<file path="config.mk">
export PLATFORM = sky130hd
export DESIGN_NAME = rv_core
export DESIGN_NICKNAME = d
export VERILOG_FILES = /design/src/design/rv_pkg.sv /design/src/design/rv_regfile.sv /design/src/design/rv_alu.sv /design/src/design/rv_control.sv /design/src/design/rv_core.sv
export SDC_FILE = /design/constraint.sdc
export NUM_CORES = 2
export LEC_CHECK = 0
export BUFFER_PORTS_ARGS = -buffer_cell sky130_fd_sc_hd__buf_2
export CAP_MARGIN = 20
export CORE_ASPECT_RATIO = 1.1
export CORE_MARGIN = 10
export CORE_UTILIZATION = 38
export CTS_BUF_LIST = sky130_fd_sc_hd__clkbuf_16
export DETAILED_ROUTE_END_ITERATION = 16
export PLACE_DENSITY = 0.56
export SLEW_MARGIN = 30
export SYNTH_ARGS = -nofsm -noshare
export SYNTH_HDL_FRONTEND = slang
export SYNTH_SLANG_ARGS = --single-unit
</file>
<file path="constraint.sdc">
create_clock -name clk -period 113.2 [get_ports clk]
set_input_delay 22.64 -clock clk [delete_from_list [all_inputs] [get_ports clk]]
set_output_delay 22.64 -clock clk [all_outputs]
set_load 0.05 [all_outputs]
</file>
<file path="src/design/rv_pkg.sv">
//////////////////////////////
// shared widths, opcodes, ALU codes and I/O addresses for tiny_rv
// imported by every design module
//////////////////////////////
package rv_pkg;

    typedef logic [31:0] word_t;
    typedef logic [31:0] addr_t;
    typedef logic [31:0] instr_t;
    typedef logic [4:0]  reg_sel_t;
    typedef logic [3:0]  alu_op_t;
    typedef logic [2:0]  br_op_t;

    // ALU operation codes
    localparam alu_op_t ALU_ADD  = 4'd0;
    localparam alu_op_t ALU_SUB  = 4'd1;
    localparam alu_op_t ALU_SLT  = 4'd2;
    localparam alu_op_t ALU_SLTU = 4'd3;
    localparam alu_op_t ALU_AND  = 4'd4;
    localparam alu_op_t ALU_OR   = 4'd5;
    localparam alu_op_t ALU_XOR  = 4'd6;
    localparam alu_op_t ALU_SLL  = 4'd7;
    localparam alu_op_t ALU_SRL  = 4'd8;
    localparam alu_op_t ALU_SRA  = 4'd9;

    // branch conditions use the funct3 encoding directly
    localparam br_op_t BR_EQ  = 3'b000;
    localparam br_op_t BR_NE  = 3'b001;
    localparam br_op_t BR_LT  = 3'b100;
    localparam br_op_t BR_GE  = 3'b101;
    localparam br_op_t BR_LTU = 3'b110;
    localparam br_op_t BR_GEU = 3'b111;

    // funct3 of the arithmetic groups
    localparam logic [2:0] F3_ADD  = 3'b000;
    localparam logic [2:0] F3_SLL  = 3'b001;
    localparam logic [2:0] F3_SLT  = 3'b010;
    localparam logic [2:0] F3_SLTU = 3'b011;
    localparam logic [2:0] F3_XOR  = 3'b100;
    localparam logic [2:0] F3_SR   = 3'b101;
    localparam logic [2:0] F3_OR   = 3'b110;
    localparam logic [2:0] F3_AND  = 3'b111;
    // only word loads and stores exist
    localparam logic [2:0] F3_WORD = 3'b010;
    // funct7 that selects SUB and SRA/SRAI
    localparam logic [6:0] F7_ALT  = 7'b0100000;

    // major opcodes
    localparam logic [6:0] OP_IMM    = 7'b0010011;
    localparam logic [6:0] OP_REG    = 7'b0110011;
    localparam logic [6:0] OP_LOAD   = 7'b0000011;
    localparam logic [6:0] OP_STORE  = 7'b0100011;
    localparam logic [6:0] OP_BRANCH = 7'b1100011;
    localparam logic [6:0] OP_LUI    = 7'b0110111;
    localparam logic [6:0] OP_AUIPC  = 7'b0010111;
    localparam logic [6:0] OP_JAL    = 7'b1101111;
    localparam logic [6:0] OP_JALR   = 7'b1100111;

    // stores here are caught by the core and never reach the bus
    localparam addr_t OUT_ADDR  = 32'd1000;
    localparam addr_t HALT_ADDR = 32'd1004;

    typedef enum logic [1:0] {
        FETCH,
        EXECUTE,
        MEM,
        HALTED
    } state_t;

endpackage

</file>
<file path="src/design/rv_regfile.sv">
//////////////////////////////
// 32 x 32 register file with two async read ports and one write port
// x0 always reads zero
//////////////////////////////
module rv_regfile (
    input  logic             clk,
    input  logic             rst,
    input  rv_pkg::reg_sel_t rs1_sel,
    input  rv_pkg::reg_sel_t rs2_sel,
    input  rv_pkg::reg_sel_t wr_sel,
    input  logic             wr_en,
    input  rv_pkg::word_t    wr_data,
    output rv_pkg::word_t    rs1_data,
    output rv_pkg::word_t    rs2_data
);
    import rv_pkg::*;

    // x0 clears on reset and is never written
    word_t regs [32];

    always_ff @(posedge clk or posedge rst) begin
        if (rst) begin
            for (int i = 0; i < 32; i++) begin
                regs[i] <= '0;
            end
        end else if (wr_en && wr_sel != '0) begin
            regs[wr_sel] <= wr_data;
        end
    end

    assign rs1_data = regs[rs1_sel];
    assign rs2_data = regs[rs2_sel];

    // x0 must read zero even right after a write that targeted it
    assert property (@(posedge clk) disable iff (rst)
        (rs1_sel == '0) |-> (rs1_data == '0));

endmodule

</file>
<file path="src/design/rv_alu.sv">
//////////////////////////////
// arithmetic, logic, shift and compare unit
// also decides branches from the same operands
//////////////////////////////
module rv_alu (
    input  rv_pkg::word_t   alu_a,
    input  rv_pkg::word_t   alu_b,
    input  rv_pkg::alu_op_t alu_op,
    input  rv_pkg::br_op_t  br_op,
    output rv_pkg::word_t   alu_result,
    output logic            br_taken
);
    import rv_pkg::*;

    logic [4:0] shamt;
    logic       lt_s;
    logic       lt_u;
    logic       eq;

    // shifts only look at the low five bits
    assign shamt = alu_b[4:0];

    assign lt_s = $signed(alu_a) < $signed(alu_b);
    assign lt_u = alu_a < alu_b;
    assign eq   = alu_a == alu_b;

    always_comb begin
        case (alu_op)
            ALU_ADD:  alu_result = alu_a + alu_b;
            ALU_SUB:  alu_result = alu_a - alu_b;
            ALU_SLT:  alu_result = {31'b0, lt_s};
            ALU_SLTU: alu_result = {31'b0, lt_u};
            ALU_AND:  alu_result = alu_a & alu_b;
            ALU_OR:   alu_result = alu_a | alu_b;
            ALU_XOR:  alu_result = alu_a ^ alu_b;
            ALU_SLL:  alu_result = alu_a << shamt;
            ALU_SRL:  alu_result = alu_a >> shamt;
            // arithmetic shift keeps the sign bit
            ALU_SRA:  alu_result = $signed(alu_a) >>> shamt;
            default:  alu_result = '0;
        endcase
    end

    // branch compare, signed or unsigned by funct3
    always_comb begin
        case (br_op)
            BR_EQ:   br_taken = eq;
            BR_NE:   br_taken = !eq;
            BR_LT:   br_taken = lt_s;
            BR_GE:   br_taken = !lt_s;
            BR_LTU:  br_taken = lt_u;
            BR_GEU:  br_taken = !lt_u;
            default: br_taken = 1'b0;
        endcase
    end

endmodule

</file>
<file path="src/design/rv_control.sv">
//////////////////////////////
// multi-cycle control with FSM, pc, instruction register and decoder
// plus the Wishbone classic master shared by fetch and data access
//////////////////////////////
module rv_control #(
    parameter rv_pkg::addr_t RESET_PC = '0
) (
    input  logic             clk,
    input  logic             rst,
    output logic             wb_cyc,
    output logic             wb_stb,
    output logic             wb_we,
    output rv_pkg::addr_t    wb_adr,
    output rv_pkg::word_t    wb_dat_w,
    input  rv_pkg::word_t    wb_dat_r,
    input  logic             wb_ack,
    output rv_pkg::reg_sel_t rs1_sel,
    output rv_pkg::reg_sel_t rs2_sel,
    output rv_pkg::reg_sel_t wr_sel,
    output logic             wr_en,
    output rv_pkg::word_t    wr_data,
    input  rv_pkg::word_t    rs1_data,
    input  rv_pkg::word_t    rs2_data,
    output rv_pkg::word_t    alu_a,
    output rv_pkg::word_t    alu_b,
    output rv_pkg::alu_op_t  alu_op,
    output rv_pkg::br_op_t   br_op,
    input  rv_pkg::word_t    alu_result,
    input  logic             br_taken,
    output rv_pkg::word_t    out_data,
    output logic             out_valid,
    output logic             halt
);
    import rv_pkg::*;

    state_t     state;
    state_t     state_nxt;
    addr_t      pc;
    addr_t      pc_nxt;
    addr_t      pc_plus4;
    instr_t     ir;
    logic [6:0] opcode;
    logic [2:0] funct3;
    logic [6:0] funct7;
    reg_sel_t   rd;
    word_t      imm_i;
    word_t      imm_s;
    word_t      imm_b;
    word_t      imm_u;
    word_t      imm_j;
    logic       illegal;
    logic       rd_write;
    logic       is_load;
    logic       is_store;
    logic       out_store;
    logic       halt_store;
    logic       bus_active;

    function automatic alu_op_t decode_alu(input logic [2:0] f3, input logic alt);
        alu_op_t op;
        case (f3)
            F3_ADD:  op = alt ? ALU_SUB : ALU_ADD;
            F3_SLL:  op = ALU_SLL;
            F3_SLT:  op = ALU_SLT;
            F3_SLTU: op = ALU_SLTU;
            F3_XOR:  op = ALU_XOR;
            F3_SR:   op = alt ? ALU_SRA : ALU_SRL;
            F3_OR:   op = ALU_OR;
            F3_AND:  op = ALU_AND;
            default: op = ALU_ADD;
        endcase
        return op;
    endfunction

    // instruction fields
    assign opcode  = ir[6:0];
    assign rd      = ir[11:7];
    assign funct3  = ir[14:12];
    assign rs1_sel = ir[19:15];
    assign rs2_sel = ir[24:20];
    assign funct7  = ir[31:25];

    assign imm_i = {{20{ir[31]}}, ir[31:20]};
    assign imm_s = {{20{ir[31]}}, ir[31:25], ir[11:7]};
    assign imm_b = {{20{ir[31]}}, ir[7], ir[30:25], ir[11:8], 1'b0};
    assign imm_u = {ir[31:12], 12'b0};
    assign imm_j = {{12{ir[31]}}, ir[19:12], ir[20], ir[30:21], 1'b0};

    assign pc_plus4   = pc + 32'd4;
    assign is_load    = opcode == OP_LOAD;
    assign is_store   = opcode == OP_STORE;
    assign out_store  = is_store && alu_result == OUT_ADDR;
    assign halt_store = is_store && alu_result == HALT_ADDR;

    // anything outside the supported RV32I subset stops the core
    always_comb begin
        case (opcode)
            OP_IMM: begin
                illegal = (funct3 == F3_SLL && funct7 != 7'b0) ||
                          (funct3 == F3_SR && funct7 != 7'b0 && funct7 != F7_ALT);
            end
            OP_REG: begin
                illegal = !(funct7 == 7'b0 ||
                            (funct7 == F7_ALT && (funct3 == F3_ADD || funct3 == F3_SR)));
            end
            OP_LOAD, OP_STORE: illegal = funct3 != F3_WORD;
            OP_BRANCH: begin
                illegal = !(funct3 == BR_EQ || funct3 == BR_NE || funct3 == BR_LT ||
                            funct3 == BR_GE || funct3 == BR_LTU || funct3 == BR_GEU);
            end
            OP_JALR: illegal = funct3 != F3_ADD;
            OP_LUI, OP_AUIPC, OP_JAL: illegal = 1'b0;
            default: illegal = 1'b1;
        endcase
    end

    // loads, stores and JALR use the ALU for base + offset
    always_comb begin
        alu_a  = rs1_data;
        alu_b  = rs2_data;
        alu_op = ALU_ADD;
        case (opcode)
            OP_IMM: begin
                alu_b  = imm_i;
                alu_op = decode_alu(funct3, funct3 == F3_SR && funct7[5]);
            end
            OP_REG: alu_op = decode_alu(funct3, funct7[5]);
            OP_LOAD, OP_JALR: alu_b = imm_i;
            OP_STORE: alu_b = imm_s;
            default: alu_op = ALU_ADD;
        endcase
    end

    assign br_op = funct3;

    // writeback source
    always_comb begin
        wr_data  = alu_result;
        rd_write = 1'b0;
        case (opcode)
            OP_IMM, OP_REG: rd_write = 1'b1;
            OP_LUI: begin
                rd_write = 1'b1;
                wr_data  = imm_u;
            end
            OP_AUIPC: begin
                rd_write = 1'b1;
                wr_data  = pc + imm_u;
            end
            OP_JAL, OP_JALR: begin
                rd_write = 1'b1;
                wr_data  = pc_plus4;
            end
            // written in MEM on the ack edge
            OP_LOAD: wr_data = wb_dat_r;
            default: rd_write = 1'b0;
        endcase
    end

    assign wr_sel = rd;
    assign wr_en  = (state == EXECUTE && rd_write && !illegal) ||
                    (state == MEM && is_load && wb_ack);

    always_comb begin
        state_nxt = state;
        pc_nxt    = pc;
        case (state)
            FETCH: begin
                if (wb_ack) begin
                    state_nxt = EXECUTE;
                end
            end
            EXECUTE: begin
                state_nxt = FETCH;
                pc_nxt    = pc_plus4;
                if (illegal || halt_store) begin
                    state_nxt = HALTED;
                    pc_nxt    = pc;
                end else if (is_load || (is_store && !out_store)) begin
                    state_nxt = MEM;
                    pc_nxt    = pc;
                end else if (opcode == OP_JAL) begin
                    pc_nxt = pc + imm_j;
                end else if (opcode == OP_JALR) begin
                    pc_nxt = {alu_result[31:1], 1'b0};
                end else if (opcode == OP_BRANCH && br_taken) begin
                    pc_nxt = pc + imm_b;
                end
            end
            MEM: begin
                if (wb_ack) begin
                    state_nxt = FETCH;
                    pc_nxt    = pc_plus4;
                end
            end
            default: state_nxt = HALTED;
        endcase
    end

    always_ff @(posedge clk or posedge rst) begin
        if (rst) begin
            state <= FETCH;
            pc    <= RESET_PC;
        end else begin
            state <= state_nxt;
            pc    <= pc_nxt;
        end
    end

    always_ff @(posedge clk) begin
        if (state == FETCH && wb_ack) begin
            ir <= wb_dat_r;
        end
    end

    // no request while reset is held, the first fetch follows its release
    // registers and ir are frozen in MEM, so the ALU address holds steady
    assign bus_active = !rst && (state == FETCH || state == MEM);
    assign wb_cyc     = bus_active;
    assign wb_stb     = bus_active;
    assign wb_we      = state == MEM && is_store;
    assign wb_adr     = (state == MEM) ? alu_result : pc;
    assign wb_dat_w   = rs2_data;

    assign out_valid = state == EXECUTE && out_store && !illegal;
    assign out_data  = rs2_data;
    assign halt      = state == HALTED;

    // a request is held until the slave acks it
    assert property (@(posedge clk) disable iff (rst)
        (wb_stb && !wb_ack) |=> wb_stb);

    // the request must not move while the slave inserts wait states
    assert property (@(posedge clk) disable iff (rst)
        (wb_cyc && !wb_ack) |=> $stable(wb_adr));

endmodule

</file>
<file path="src/design/rv_core.sv">
//////////////////////////////
// tiny_rv top level, control unit with register file and ALU
//////////////////////////////
module rv_core #(
    parameter rv_pkg::addr_t RESET_PC = '0
) (
    input  logic          clk,
    input  logic          rst,
    output logic          wb_cyc,
    output logic          wb_stb,
    output logic          wb_we,
    output rv_pkg::addr_t wb_adr,
    output rv_pkg::word_t wb_dat_w,
    input  rv_pkg::word_t wb_dat_r,
    input  logic          wb_ack,
    output rv_pkg::word_t out_data,
    output logic          out_valid,
    output logic          halt
);
    import rv_pkg::*;

    reg_sel_t rs1_sel;
    reg_sel_t rs2_sel;
    reg_sel_t wr_sel;
    logic     wr_en;
    word_t    wr_data;
    word_t    rs1_data;
    word_t    rs2_data;
    word_t    alu_a;
    word_t    alu_b;
    alu_op_t  alu_op;
    br_op_t   br_op;
    word_t    alu_result;
    logic     br_taken;

    rv_control #(
        .RESET_PC (RESET_PC)
    ) u_control (
        .clk        (clk),
        .rst        (rst),
        .wb_cyc     (wb_cyc),
        .wb_stb     (wb_stb),
        .wb_we      (wb_we),
        .wb_adr     (wb_adr),
        .wb_dat_w   (wb_dat_w),
        .wb_dat_r   (wb_dat_r),
        .wb_ack     (wb_ack),
        .rs1_sel    (rs1_sel),
        .rs2_sel    (rs2_sel),
        .wr_sel     (wr_sel),
        .wr_en      (wr_en),
        .wr_data    (wr_data),
        .rs1_data   (rs1_data),
        .rs2_data   (rs2_data),
        .alu_a      (alu_a),
        .alu_b      (alu_b),
        .alu_op     (alu_op),
        .br_op      (br_op),
        .alu_result (alu_result),
        .br_taken   (br_taken),
        .out_data   (out_data),
        .out_valid  (out_valid),
        .halt       (halt)
    );

    rv_regfile u_regfile (
        .clk      (clk),
        .rst      (rst),
        .rs1_sel  (rs1_sel),
        .rs2_sel  (rs2_sel),
        .wr_sel   (wr_sel),
        .wr_en    (wr_en),
        .wr_data  (wr_data),
        .rs1_data (rs1_data),
        .rs2_data (rs2_data)
    );

    rv_alu u_alu (
        .alu_a      (alu_a),
        .alu_b      (alu_b),
        .alu_op     (alu_op),
        .br_op      (br_op),
        .alu_result (alu_result),
        .br_taken   (br_taken)
    );

endmodule

</file>
==> out/qor.txt <==
dpl cells: 9662
fin crit period: 45.85 ns
largest net degree at the start of global routing: 169
fin area: 77800 sq um
GPL Wtd Cong: 1.02
clock-pin slew on the worst setup and hold paths: 0.06 ns
synth unique cells: 99
share of layout cells above drive strength 1: 0.146
clock latency on the worst-skew pair: 0.80 ns
largest area contributor in the netlist: dfrtp_1
final setup vio count: 0
Layout fillers: 18200
Congestion Overflow GR: 0
Synth async-reset ratio: 0.971
Die Ht: 474 microns
area of the core: 186000 sq um
Nets: 7540
# clock sinks: 1089
# Post-CTS Setup Buffers: 0
row count: 166
Die ar.: 205000 sq um
drt drc: 0
Die W: 433 microns
clock root cell: clkbuf_16
Crit Reg-Reg Startpoint: u_control.ir[20]
Worst Hold End: u_regfile.regs[1002]
Synth top area share: 0.372
RR Endpoint: u_control.pc[1]
WL met1: 120000 microns
R2R Setup Slk: 101.16 ns
register bit count reported by yosys: 1089
outcome: finished, final reports clean
Cell Area, Placed: 73900 sq um
Vias per Instance: 6.35
Total GRT Usage: 0.283
Worst setup SP type: input port
fin. max-slew vios: 0
first-pass GRT wire length: 430000 microns
Max VDD drop: 0.0000136 V
Slew @ Worst Pin: 1.23 ns
Peak Freq: 0.0218 GHz
endpoints failing hold: 0
DR pass1 iterations: 8
Detailed Route Iter0 Violations: 7900
syn_area_per_cell: 9.31 sq um
hold path start: u_regfile.regs[1002]
hold path depth: 0
Hold Slack: 0.399 ns
Syn Nets: 7840
IO Count: 136
CTS Buf Count: 113
top_reg_cell synth: dfrtp_1
Syn Inst Count: 7645
Worst Skew: 0.0743 ns
Worst Hold Class: reg -> reg
CTS H-tree depth: 3
Fin Setup TNS: 0 ns
fin crit share: 0.405
DP Wirelength: 199000 microns
WL final: 300000 microns
WS Path Type: in -> out
register area share after synthesis: 0.385
routed length on met2: 134000 microns
leakage: 34.0 nW
remaining antenna violation count after routing: 0
main area contributors after synthesis: dfrtp_1 37%, mux4_2 9.9%, mux2i_1 8.3%
arrival time at the worst endpoint: 23.21 ns
Synth Cell Area: 71200 sq um
Final Non-Filler Cells: 9874
Required @ worst endpoint: 90.56 ns
Final Total Pwr: 0.967 mW
Max transition margin: 0.178
DP Worst Slack: 67.35 ns
CP endpoint kind: output port
PostCTS Resize Cnt: 0
DR top layer: met5
WL/cell: 30.4 microns
Max Cap Viol: 0
initial core utilization: 0.382
Synth warnings: 0
power density cells: 12.4 nW/um^2
EDFF count, synth: 32
Hold Buf Count CTS: 0
CTS max path bufs: 3
met3 wire len: 26400 microns
Worst Path Max Fanout: 2
detailed-route via count: 62700
Layout area overhead: 9.33%
CTS tree: built
Worst Reg-to-Reg Cells: 27
Core Util, Final: 0.418
worst setup slack after layout: 67.35 ns
vias in the first global route: 60200
# port buffers: 135
RSZ-0062 raised after global routing: false
initial antenna violation count: 15
## power by group
part | internal [mW] | switching, mW
registers | 0.395 | 0.0123
logic | 0.0546 | 0.113
clock network | 0.219 | 0.173
## cells in the final DEF (no fill, tap or decap), drive strengths merged, types with 93 or more instances in the layout
cell,instances
a22oi,166
mux4,313
nor2,284
clkbuf,113
a21oi,338
nand3,163
o22ai,93
dfrtp,1057
o21ai,1161
inv,150
buf,350
mux2,116
mux2i,591
nand2,1313
ha,155
## Yosys cell counts (all sizes together) (12+ instances only)
cell type	count
a22oi	166
mux2i	591
mux2	116
o21bai	20
buf	221
nand2	1313
o31ai	17
nand2b	26
a211o	20
a21o	61
ha	155
xnor2	69
and2	23
nand3	163
o22ai	93
nor2	284
a2111oi	15
mux4	313
inv	127
dfrtp	1057
nand4	53
a21oi	338
o221ai	23
xor2	52
o211ai	69
o21ai	1161
a221oi	40
nor4	22
a211oi	59
o21a	14
nor3	58
a21boi	26
nor2b	21
a31oi	32
clkbuf	544
and3	37
or3	16
edfxtp	32
or4	12
a221o	18
## worst max-delay path, stage by stage
cell and delay, ns:
buf_2 0.14, nor2_1 0.13, buf_2 0.29
## final cells by class
type                       count  area (sq um)  area share
clock inverter                89           978      0.0126
timing repair buffer         350          2450      0.0315
multi-input combinational   5660         40600       0.522
tap                         2436          3050      0.0392
antenna                        6          15.0    0.000193
sequential                  1089         27400       0.352
inverter                     131           500     0.00643
clock buffer                 113          2830      0.0363
## registers in the layout, summed over array words and instances (netlist names)
| name | flops |
|---|---|
| u_control.ir | 32 |
| u_control.pc | 31 |
| u_control.state | 2 |
| u_regfile.regs | 1024 |
## worst max path at each step
stage | end | start | slack (ns)
floorplan | u_control.pc[10] | rst | 60.81
global placement | wb_stb | rst | 67.35
detailed placement | wb_stb | rst | 67.35
CTS | wb_stb | rst | 67.35
global route | wb_stb | rst | 67.33
finish | wb_stb | rst | 67.35
## kinds of logic (layout without fill, tap and decap cells)
| kind of cell | Yosys count | after routing | synth area share |
|---|---|---|---|
| compound gates | 2279 | 2279 | 0.191 |
| simple gates | 2080 | 2080 | 0.125 |
| flops | 1089 | 1089 | 0.385 |
| mux | 1020 | 1020 | 0.201 |
| buf+inv | 896 | 683 | 0.0545 |
| fa+ha+maj | 160 | 160 | 0.0287 |
| xor+xnor | 121 | 121 | 0.0149 |
| other cells | 0 | 6 | 0 |
## layer usage
layer  track usage  vias to the layer above
met2         0.441                     3272
met4         0.156                       14
met3        0.0548                      852
li1              -                    27200
met5             0                        -
met1         0.368                    31400
Power figures use the tool's default switching activity.
